[config.mk]
export PLATFORM = sky130hd
export DESIGN_NAME = map_245_top
export DESIGN_NICKNAME = d
export VERILOG_FILES = /design/src/source/mapper_pkg.sv /design/src/source/chr_bank_map.sv /design/src/source/map_245_top.sv /design/src/source/mmc3_regs.sv /design/src/source/prg_bank_map.sv /design/src/source/scanline_irq.sv
export SDC_FILE = /design/constraint.sdc
export NUM_CORES = 1
export LEC_CHECK = 0
export BUFFER_PORTS_ARGS = -buffer_cell sky130_fd_sc_hd__buf_2
export CAP_MARGIN = 25
export CORE_MARGIN = 3
export CORE_UTILIZATION = 35
export DETAILED_ROUTE_END_ITERATION = 16
export SKIP_LAST_GASP = 1
export SYNTH_ARGS = -nofsm -noshare
export SYNTH_HDL_FRONTEND = slang
export SYNTH_SLANG_ARGS = --single-unit
[constraint.sdc]
create_clock -name clk -period 5.5 [get_ports clk]
set_clock_uncertainty 0.2 [all_clocks]
set_input_delay 1.65 -clock clk [delete_from_list [all_inputs] [get_ports clk]]
set_output_delay 1.65 -clock clk [all_outputs]
set_load 0.02 [all_outputs]
[src/source/mapper_pkg.sv]
package mapper_pkg;

	// 8 KiB prg bank number, 512 KiB per outer half
	localparam int prg_bank_w = 6;

	// 1 KiB chr bank number as written by the cpu
	localparam int chr_bank_w = 8;

	// clk cycles a12 must sit low before a rise is taken
	// shorter dips come from sprite fetches and are ignored
	localparam int a12_low_min = 4;

	// fixed windows at the top of the prg space
	localparam logic [prg_bank_w-1:0] prg_fixed_last = '1;
	localparam logic [prg_bank_w-1:0] prg_fixed_second_last = prg_fixed_last - 1'b1;

	// cpu data byte of a register write
	// 0x8000 reads it as fields, every other register as a plain byte
	typedef union packed {
		struct packed {
			// bit 7, swap 2k and 1k chr halves
			logic chr_inv;
			// bit 6, swap prg windows 0 and 2
			logic prg_mode;
			// bits 5..3, no function on this board
			logic [2:0] unused;
			// bits 2..0, target of the next 0x8001 write
			logic [2:0] reg_idx;
		} sel;
		logic [7:0] raw;
	} mmc3_wdata_u;

endpackage

[src/source/chr_bank_map.sv]
`timescale 1ns/10ps

module chr_bank_map import mapper_pkg::*; (
	input  logic [13:0]           ppu_addr,
	input  logic                  ppu_we,
	input  logic                  cfg_chr_ram,
	input  logic                  mir_horiz,
	input  logic [chr_bank_w-1:0] r0,
	input  logic [chr_bank_w-1:0] r1,
	input  logic [chr_bank_w-1:0] r2,
	input  logic [chr_bank_w-1:0] r3,
	input  logic [chr_bank_w-1:0] r4,
	input  logic [chr_bank_w-1:0] r5,
	input  logic                  chr_inv,
	output logic                  chr_a11_sel,
	output logic                  ciram_a10,
	output logic                  ciram_ce,
	output logic                  chr_ce,
	output logic                  chr_we
);

	// a12 seen by the bank logic
	logic a12_int;
	// 1k bank number the mmc3 would drive
	logic [chr_bank_w-1:0] sel_bank;

	// ppu a12 is tied low on this board, so only the inversion bit is left
	assign a12_int = chr_inv;

	always_comb begin
		if (!a12_int) begin
			// 2k banks, a10 would replace bit 0
			// bit 1 still comes from the register
			if (ppu_addr[11]) begin
				sel_bank = r1;
			end else begin
				sel_bank = r0;
			end
		end else begin
			// 1k banks
			case (ppu_addr[11:10])
				2'b00: sel_bank = r2;
				2'b01: sel_bank = r3;
				2'b10: sel_bank = r4;
				default: sel_bank = r5;
			endcase
		end
	end

	// chr a11 of the selected bank, becomes prg a19
	assign chr_a11_sel = sel_bank[1];

	// nametables live above 0x2000
	assign ciram_ce = ppu_addr[13];
	assign chr_ce = ~ppu_addr[13];

	// vertical uses a10, horizontal uses a11
	assign ciram_a10 = mir_horiz ? ppu_addr[11] : ppu_addr[10];

	// ppu write strobe is active low
	// only ram carts accept pattern writes
	assign chr_we = cfg_chr_ram & ~ppu_we & ~ppu_addr[13];

endmodule

[src/source/map_245_top.sv]
`timescale 1ns/10ps

module map_245_top import mapper_pkg::*; (
	input  logic        clk,
	input  logic        reset,
	input  logic [15:0] cpu_addr,
	input  logic [7:0]  cpu_data_in,
	input  logic        cpu_rw,
	input  logic        cpu_m2,
	input  logic [13:0] ppu_addr,
	input  logic        ppu_oe,
	input  logic        ppu_we,
	input  logic        cfg_chr_ram,
	input  logic [7:0]  prg_do,
	input  logic [7:0]  srm_do,
	input  logic [7:0]  chr_do,
	output logic        prg_ce,
	output logic        prg_oe,
	output logic [19:0] prg_addr,
	output logic        srm_ce,
	output logic        srm_oe,
	output logic        srm_we,
	output logic [12:0] srm_addr,
	output logic        chr_ce,
	output logic        chr_oe,
	output logic        chr_we,
	output logic [12:0] chr_addr,
	output logic        ciram_a10,
	output logic        ciram_ce,
	output logic        irq,
	output logic        map_cpu_oe,
	output logic [7:0]  map_cpu_do,
	output logic        map_ppu_oe,
	output logic [7:0]  map_ppu_do
);

	logic [chr_bank_w-1:0] r0, r1, r2, r3, r4, r5;
	logic [prg_bank_w-1:0] r6, r7;
	logic chr_inv;
	logic prg_mode;
	logic mir_horiz;
	logic [7:0] irq_latch;
	logic irq_reload;
	logic irq_disable;
	logic irq_enable;
	// outer prg half from the chr side
	logic chr_a11_sel;
	logic [6:0] prg_addr_hi;

	mmc3_regs regs_inst (
		.clk(clk), .reset(reset),
		.cpu_addr(cpu_addr), .cpu_data_in(cpu_data_in),
		.cpu_rw(cpu_rw), .cpu_m2(cpu_m2),
		.r0(r0), .r1(r1), .r2(r2), .r3(r3), .r4(r4), .r5(r5),
		.r6(r6), .r7(r7),
		.chr_inv(chr_inv), .prg_mode(prg_mode), .mir_horiz(mir_horiz),
		.irq_latch(irq_latch), .irq_reload(irq_reload),
		.irq_disable(irq_disable), .irq_enable(irq_enable)
	);

	prg_bank_map prg_inst (
		.cpu_a14(cpu_addr[14]), .cpu_a13(cpu_addr[13]),
		.r6(r6), .r7(r7), .prg_mode(prg_mode),
		.chr_a11_sel(chr_a11_sel), .prg_addr_hi(prg_addr_hi)
	);

	chr_bank_map chr_inst (
		.ppu_addr(ppu_addr), .ppu_we(ppu_we), .cfg_chr_ram(cfg_chr_ram),
		.mir_horiz(mir_horiz),
		.r0(r0), .r1(r1), .r2(r2), .r3(r3), .r4(r4), .r5(r5),
		.chr_inv(chr_inv), .chr_a11_sel(chr_a11_sel),
		.ciram_a10(ciram_a10), .ciram_ce(ciram_ce),
		.chr_ce(chr_ce), .chr_we(chr_we)
	);

	scanline_irq irq_inst (
		.clk(clk), .reset(reset), .ppu_a12(ppu_addr[12]),
		.irq_latch(irq_latch), .irq_reload(irq_reload),
		.irq_disable(irq_disable), .irq_enable(irq_enable), .irq(irq)
	);

	// work ram at 0x6000..0x7fff
	assign srm_ce = (cpu_addr[15:13] == 3'b011);
	assign srm_oe = cpu_rw;
	assign srm_we = ~cpu_rw;
	assign srm_addr = cpu_addr[12:0];

	// rom in the upper half, never written
	assign prg_ce = cpu_addr[15];
	assign prg_oe = cpu_rw;
	assign prg_addr = {prg_addr_hi, cpu_addr[12:0]};

	// 8k pattern memory straight from the ppu
	assign chr_addr = ppu_addr[12:0];
	// ppu read strobe is active low
	assign chr_oe = ~ppu_oe;

	// cpu read data, work ram has priority
	assign map_cpu_oe = (srm_ce | prg_ce) & cpu_rw;
	assign map_cpu_do = srm_ce ? srm_do : prg_do;

	// ppu read data, nothing internal to return
	assign map_ppu_oe = chr_ce & chr_oe;
	assign map_ppu_do = chr_do;

endmodule

[src/source/mmc3_regs.sv]
`timescale 1ns/10ps

module mmc3_regs import mapper_pkg::*; (
	input  logic                  clk,
	input  logic                  reset,
	input  logic [15:0]           cpu_addr,
	input  logic [7:0]            cpu_data_in,
	input  logic                  cpu_rw,
	input  logic                  cpu_m2,
	output logic [chr_bank_w-1:0] r0,
	output logic [chr_bank_w-1:0] r1,
	output logic [chr_bank_w-1:0] r2,
	output logic [chr_bank_w-1:0] r3,
	output logic [chr_bank_w-1:0] r4,
	output logic [chr_bank_w-1:0] r5,
	output logic [prg_bank_w-1:0] r6,
	output logic [prg_bank_w-1:0] r7,
	output logic                  chr_inv,
	output logic                  prg_mode,
	output logic                  mir_horiz,
	output logic [7:0]            irq_latch,
	output logic                  irq_reload,
	output logic                  irq_disable,
	output logic                  irq_enable
);

	// m2 as seen on the previous clk edge
	logic m2_prev;
	// one clk per bus cycle, at the m2 rise
	logic wr_stb;
	// {a14, a13, a0} picks one of eight registers
	logic [2:0] reg_addr;
	// index latched by the last 0x8000 write
	logic [2:0] bank_sel;
	mmc3_wdata_u wdata;

	assign wdata.raw = cpu_data_in;
	assign reg_addr = {cpu_addr[14:13], cpu_addr[0]};

	// rising m2 with a write to the upper half of the cpu space
	assign wr_stb = cpu_m2 & ~m2_prev & ~cpu_rw & cpu_addr[15];

	always_ff @(posedge clk) begin
		if (reset) begin
			m2_prev <= 1'b0;
		end else begin
			m2_prev <= cpu_m2;
		end
	end

	// register file
	always_ff @(posedge clk) begin
		if (reset) begin
			r0 <= '0;
			r1 <= '0;
			r2 <= '0;
			r3 <= '0;
			r4 <= '0;
			r5 <= '0;
			r6 <= '0;
			r7 <= '0;
			bank_sel <= 3'd0;
			chr_inv <= 1'b0;
			prg_mode <= 1'b0;
			// vertical mirroring out of reset
			mir_horiz <= 1'b0;
			irq_latch <= 8'd0;
		end else if (wr_stb) begin
			case (reg_addr)
				// 0x8000 bank select
				3'b000: begin
					bank_sel <= wdata.sel.reg_idx;
					chr_inv <= wdata.sel.chr_inv;
					prg_mode <= wdata.sel.prg_mode;
				end
				// 0x8001 bank data into the selected slot
				3'b001: begin
					case (bank_sel)
						3'd0: r0 <= wdata.raw[chr_bank_w-1:0];
						3'd1: r1 <= wdata.raw[chr_bank_w-1:0];
						3'd2: r2 <= wdata.raw[chr_bank_w-1:0];
						3'd3: r3 <= wdata.raw[chr_bank_w-1:0];
						3'd4: r4 <= wdata.raw[chr_bank_w-1:0];
						3'd5: r5 <= wdata.raw[chr_bank_w-1:0];
						// prg banks keep only the low bits
						3'd6: r6 <= wdata.raw[prg_bank_w-1:0];
						default: r7 <= wdata.raw[prg_bank_w-1:0];
					endcase
				end
				// 0xa000 mirroring, bit 0 set means horizontal
				3'b010: mir_horiz <= wdata.raw[0];
				// 0xc000 scanline reload value
				3'b100: irq_latch <= wdata.raw;
				// 0xa001 ram protect and the irq strobes hold no data here
				default: begin
				end
			endcase
		end
	end

	// irq control strobes, one clk wide after the write edge
	always_ff @(posedge clk) begin
		if (reset) begin
			irq_reload <= 1'b0;
			irq_disable <= 1'b0;
			irq_enable <= 1'b0;
		end else begin
			// 0xc001
			irq_reload <= wr_stb & (reg_addr == 3'b101);
			// 0xe000
			irq_disable <= wr_stb & (reg_addr == 3'b110);
			// 0xe001
			irq_enable <= wr_stb & (reg_addr == 3'b111);
		end
	end

endmodule

[src/source/prg_bank_map.sv]
`timescale 1ns/10ps

module prg_bank_map import mapper_pkg::*; (
	input  logic                  cpu_a14,
	input  logic                  cpu_a13,
	input  logic [prg_bank_w-1:0] r6,
	input  logic [prg_bank_w-1:0] r7,
	input  logic                  prg_mode,
	input  logic                  chr_a11_sel,
	output logic [6:0]            prg_addr_hi
);

	// bank for the 8k window being accessed
	logic [prg_bank_w-1:0] bank;

	// windows at 0x8000, 0xa000, 0xc000, 0xe000
	always_comb begin
		case ({cpu_a14, cpu_a13})
			// mode 1 moves the fixed bank down here
			2'b00: begin
				if (prg_mode) begin
					bank = prg_fixed_second_last;
				end else begin
					bank = r6;
				end
			end
			// always switchable
			2'b01: bank = r7;
			// r6 lands here in mode 1
			2'b10: begin
				if (prg_mode) begin
					bank = r6;
				end else begin
					bank = prg_fixed_second_last;
				end
			end
			// last bank, holds the vectors
			default: bank = prg_fixed_last;
		endcase
	end

	// 245 takes the outer 512k half from the chr bank
	// fixed banks follow it too, so both halves carry vectors
	assign prg_addr_hi = {chr_a11_sel, bank};

endmodule

[src/source/scanline_irq.sv]
`timescale 1ns/10ps

module scanline_irq import mapper_pkg::*; (
	input  logic       clk,
	input  logic       reset,
	input  logic       ppu_a12,
	input  logic [7:0] irq_latch,
	input  logic       irq_reload,
	input  logic       irq_disable,
	input  logic       irq_enable,
	output logic       irq
);

	localparam int low_cnt_w = $clog2(a12_low_min + 1);

	// cycles a12 has been low, stops at the minimum
	logic [low_cnt_w-1:0] low_cnt;
	// filtered rising edge of a12
	logic a12_rise;
	logic [7:0] cnt;
	logic [7:0] cnt_next;
	// reload requested by 0xc001, taken on the next rise
	logic reload_pend;
	logic irq_en;
	// counter hit zero with irq enabled, flag follows one clk later
	logic irq_hit;

	assign a12_rise = ppu_a12 & (low_cnt == low_cnt_w'(a12_low_min));

	// empty or pending counter reloads, otherwise count down
	assign cnt_next = ((cnt == 8'd0) || reload_pend) ? irq_latch : cnt - 8'd1;

	// a12 low-time filter
	always_ff @(posedge clk) begin
		if (reset) begin
			low_cnt <= '0;
		end else if (ppu_a12) begin
			low_cnt <= '0;
		end else if (low_cnt != low_cnt_w'(a12_low_min)) begin
			low_cnt <= low_cnt + 1'b1;
		end
	end

	// scanline counter
	always_ff @(posedge clk) begin
		if (reset) begin
			cnt <= 8'd0;
			reload_pend <= 1'b0;
		end else if (a12_rise) begin
			cnt <= cnt_next;
			reload_pend <= 1'b0;
		end else if (irq_reload) begin
			reload_pend <= 1'b1;
		end
	end

	// enable bit and irq flag, disable wins over everything
	always_ff @(posedge clk) begin
		if (reset) begin
			irq_en <= 1'b0;
			irq_hit <= 1'b0;
			irq <= 1'b0;
		end else if (irq_disable) begin
			irq_en <= 1'b0;
			irq_hit <= 1'b0;
			irq <= 1'b0;
		end else begin
			if (irq_enable) begin
				irq_en <= 1'b1;
			end
			irq_hit <= a12_rise & (cnt_next == 8'd0) & irq_en;
			// flag stays up until 0xe000
			if (irq_hit) begin
				irq <= 1'b1;
			end
		end
	end

endmodule

# Word-level counts from Yosys, hierarchy flattened
# Index checks and enable logic that the tools add are counted.
[classes]
muxes = 9
n_bitwise = 20
add_sub_neg = 2
reduce_logical = 22
eq_ne = 19
[ops]
columns = ["cell", "n"]
rows = [
  ["equality test 3 bit, second input constant", 8],
  ["AND reduction 3 bit", 8],
  ["case mux 6 bit (3 select lines)", 1],
  ["zero test 8 bit", 2],
  ["two-way mux 8 bit", 2],
  ["bitwise AND 1 bit", 13],
  ["equality test 3 x 2 -> 1 bit, second input constant", 4],
  ["two-way mux 6 bit", 2],
  ["subtractor 8 x 1 -> 8 bit, second input constant", 1],
  ["OR reduction 7 bit", 1],
  ["equality test 3 x 1 -> 1 bit, second input constant", 2],
  ["zero test 3 bit", 2],
  ["NOT 1 bit", 6],
  ["case mux 2 bit (3 select lines)", 1],
  ["AND reduction 2 bit", 3],
  ["OR reduction 2 bit", 3],
  ["equality test 2 x 1 -> 1 bit, second input constant", 2],
  ["equality test 2 bit, second input constant", 2],
  ["zero test 2 bit", 2],
  ["two-way mux 2 bit", 2],
  ["adder 3 x 1 -> 3 bit, second input constant", 1],
  ["inequality test 3 bit, second input constant", 1],
  ["logical OR 1 bit", 1],
  ["two-way mux 1 bit", 1],
  ["OR 1 bit", 1],
]
[totals]
out_inout_bits = 75
elab_cells = 95
register_bits = 57
input_bits = 69

# Longest topological paths before layout
[logic_depth]
depth_word = 6
ltp_mapped = 8
mapped_depth_nobuf = 7

# Modules after synthesis
# Synthesis repeated with hierarchy kept, for this count alone.
[hier_totals]
cells_unflattened = 493
area_unflattened_um2 = 4932.2
[by_module_without_submodules]
columns = ["module", "area_per_inst_um2", "cells_per_inst", "n_inst", "seq_area_each_um2"]
rows = [
  ["mmc3_regs", 3185.6, 282, 1, 1561.5],
  ["scanline_irq", 928.4, 109, 1, 300.3],
  ["map_245_top", 511.7, 65, 1, 0.0],
  ["prg_bank_map", 225.2, 27, 1, 0.0],
  ["chr_bank_map", 81.3, 10, 1, 0.0],
]

# Worst setup path after synthesis
# No wires, ideal clock.
[synth_timing]
kind = "input port to output port"
start = "in cpu_addr[13]"
end = "out map_cpu_do[0]"
stages = 4
arrival_ns = 2.892
path_slack_ns = 0.758
required_time_ns = 3.650
path_buffers = 1
cell_sequence = "clkbuf_1 > nand2_1 > nor2_2 > mux2_2"
[synth_between]
elab_chain_cells = 2
[synth_lines]
columns = ["item", "line_no", "text"]
rows = [
  ["start: declaration", "map_245_top.sv:6", "input logic [15:0] cpu_addr,"],
  ["equality test 3 x 2 -> 1 bit", "map_245_top.sv:83", "assign srm_ce = (cpu_addr[15:13] == 3'b011);"],
  ["named net srm_ce", "map_245_top.sv:20", "output logic srm_ce,"],
  ["two-way mux 8 bit", "map_245_top.sv:100", "assign map_cpu_do = srm_ce ? srm_do : prg_do;"],
  ["end: declaration", "map_245_top.sv:32", "output logic [7:0] map_cpu_do,"],
]
# The timed path passes the listed nets, and every way through them passes these cells.

# Final worst setup path
[layout_timing]
start = "in cpu_addr[14]"
end = "out map_cpu_do[7]"
[layout_between]
elab_chain_cells = 2
[layout_lines]
columns = ["item", "line_no"]
rows = [
  ["equality test 3 x 2 -> 1 bit", "map_245_top.sv:83"],
  ["two-way mux 8 bit", "map_245_top.sv:100"],
]
# Every way passes these cells.

==> impl_results.md <==
* Min-Delay Path Class: flop to flop
* Starting density of the core at 36.8%
* Root buffer cell: clkbuf_8
* Finish-stage setup viols at 0
* Synthesized area at 2910 um^2
* M1 GR Usage at 16.7%
* Area of the multi-input gates at 1410 um^2
* Final cycle utilization of the critical path at 85.5%
* GR peak layer: met2
* CP cell instances: buf_2, nand2_1, nor2_2, mux2_2, buf_2
* Post-CTS Hold Fix Bufs at 0
* Global-route met3 utilization at 2.44%
* Core region area at 7890 um^2
* Lkg Pwr at 1.32 nW
* #FFs+latches synth at 51
* Clk sinks at 51
* Crit path kind: primary input to output pin
* Gr usage total at 12.5%
* Post-cts sizing count at 0
* Syn Area/Cell at 8.88 um^2
* FF+latch area at 1020 um^2
* Initial antenna violation count at 0
* CP arrival at 2.85 ns
* Status: finished clean
* Synth area leaders: dfxtp_1 35%, buf_4 13%, mux2i_1 12%
* Seq/Total Area, Yosys at 35.1%
* Top Ports at 144
* Worst slew margin at 40.3%
* Largest net degree at the start of global routing at 50
* # DRC at 0
* Worst path required time at 3.65 ns
* Post-synth top area share at 35.1%
* Die outline area at 9430 um^2
* RePlAce Congestion at 0.877
* Buf/Inv on CP at 2
* Buffers on Ports at 71
* Slowest CP cell: mux2_2
* Async set-reset flop share out of synthesis at 0%
* Mapped Cells at 327
* Share of post-route cells with drive strength above 1 at 28.7%
* Setup TNS after final layout at 0 ns
* VDD IR-drop max at 0.109 mV
* Final wirelength at 6100 um
* Max Cap Viol at 0
* Filler cells at 826
* Number of global-route vias before repair at 1988
* DIE WIDTH at 97.1 um
* FP Rows at 32
* Delay-heaviest family, CP: simple AND/OR/NAND/NOR gates
* Skew-Pair Late Insertion Delay at 0.29 ns
* Power per standard cell area at 225 nW/um^2
* CTS tree: yes
* Final hold slack at 0.258 ns
* Pins Over Slew Limit at 0
* Drt wl/cell at 13.8 um
* Final WS setup at 0.798 ns
* Warnings from Yosys at 0
* Longest Clk Path Bufs at 2
* Largest area contributor in the netlist: dfxtp_1
* Met2 Track Usage GR at 20.2%
* Post CTS Setup Buffer Count at 0
* Nets at 413
* First-pass GRT wire length at 9930 um
* Syn Nets at 400
* Placement Setup Slack at 0.805 ns
* Post-Place Cells at 435
* CTS clock-pin slew for the worst setup and hold paths at 0.09 ns
* Die Y at 97.1 um
* Tmin final at 4.70 ns
* Most frequent cell on the critical path: buf_2
* Drt pass-1 iters at 4
* H-tree levels at 2
* N_diodes at 0
* Fin cells at 443
* Synth unique cells at 47
* Slew of the pin with the lowest slew margin at 0.895 ns
* Worst Path Max Fanout at 11
* Post-route ant nets at 0
* GR Overflow Total at 0
* Critical Path Source Type: primary input
* Avg Vias per Cell at 4.85
* Post-synth EDFFs at 0
* FMAX at 213 MHz
* Worst path max stage delay at 0.38 ns
* Initial DRC count at 79
* Dpl hpwl at 4580 um
* Nature of the critical path endpoint: output pin
* RSZ-0062 raised after global routing: false
* Vias at 2149
* Cts bufs inserted at 5
* Fin. Hold Viols at 0
* Layout area overhead at 4.91%
* Post-synth top flop: dfxtp_1
-- flip-flops by register name, summed over array words and instances, names as in the netlist, 3 cells and up --
name                 cells
irq_inst.cnt             8
regs_inst.irq_latch      8
regs_inst.r6             6
regs_inst.r7             6
irq_inst.low_cnt         3
regs_inst.bank_sel       3
-- synth_stat cells, types with 5 or more instances --
master	count
a21oi_1	6
clkbuf_1	12
o22a_1	5
inv_1	9
nor3_1	14
o21ai_0	10
buf_4	52
mux2i_1	35
nor2_1	46
dfxtp_1	51
nand3_1	8
nand2_1	11
mux2_2	10
-- metrics by stage --
stage	power, mW	area [um^2]	util (%)
floorplan	0.478	2910	-
global placement	0.463	2950	37.4
detailed placement	0.464	2950	37.4
CTS	0.696	3050	38.6
global route	0.714	3050	38.6
finish	0.685	3050	38.6
-- cell usage in the layout (no fill, tap or decap), types with 4 or more instances in the layout --
master	count
nand2_1	11
ha_1	4
nand2b_1	4
nor2_1	46
mux2i_1	35
buf_2	71
nor3b_1	4
dfxtp_1	51
nor3_1	14
nand3b_1	4
nor2b_1	4
mux2_2	10
o22a_1	5
inv_1	9
a21oi_1	6
nand3_1	8
clkbuf_8	7
o21ai_0	10
-- worst paths after layout --
check | to | startpoint | slack (ns) | cells after the start
max | map_cpu_do[7] | cpu_addr[14] | 0.80 | 5
min reg2reg | irq_inst.reload_pend | regs_inst.irq_reload | 0.26 | 2
min | irq_inst.reload_pend | regs_inst.irq_reload | 0.26 | 2
max reg2reg | irq_inst.irq_hit | irq_inst.cnt[0] | 3.19 | 7
-- layer usage --
layer,up-vias,part of all wire (%)
li1,1099,-
met2,48,47
met5,-,0
met1,994,48
met3,8,4.1
met4,0,0.87
-- cells by family (layout without fill, tap and decap cells) --
group | Yosys count | count (layout) | share of synthesized area (%)
AOI/OAI and AO/OA | 36 | 36 | 8.36
buffers and inverters | 74 | 88 | 16.3
xor gates and xnor gates | 3 | 3 | 0.905
DFF | 51 | 51 | 35.1
adders and majority gates | 4 | 4 | 1.72
muxes | 46 | 46 | 16.7
and+or+nand+nor | 113 | 113 | 20.8
-- tightest hold or removal path, cell delays in order (launching register included) --
cell and delay [ns]:
dfxtp_1 0.30, nor2_1 0.07, nor3_1 0.05
-- cell type report --
type | instances | area share (%)
multi-input combinational | 202 | 46.3
sequential | 51 | 33.5
timing repair buffer | 71 | 11.7
tap | 102 | 4.19
clock buffer | 8 | 3.28
inverter | 9 | 1.11
-- power breakdown --
part	total [mW]	switching, mW	internal [mW]
sequential	0.372	0.00144	0.371
combinational	0.0826	0.0507	0.0319
clock	0.231	0.116	0.115
(Power assumes the default switching activity.)
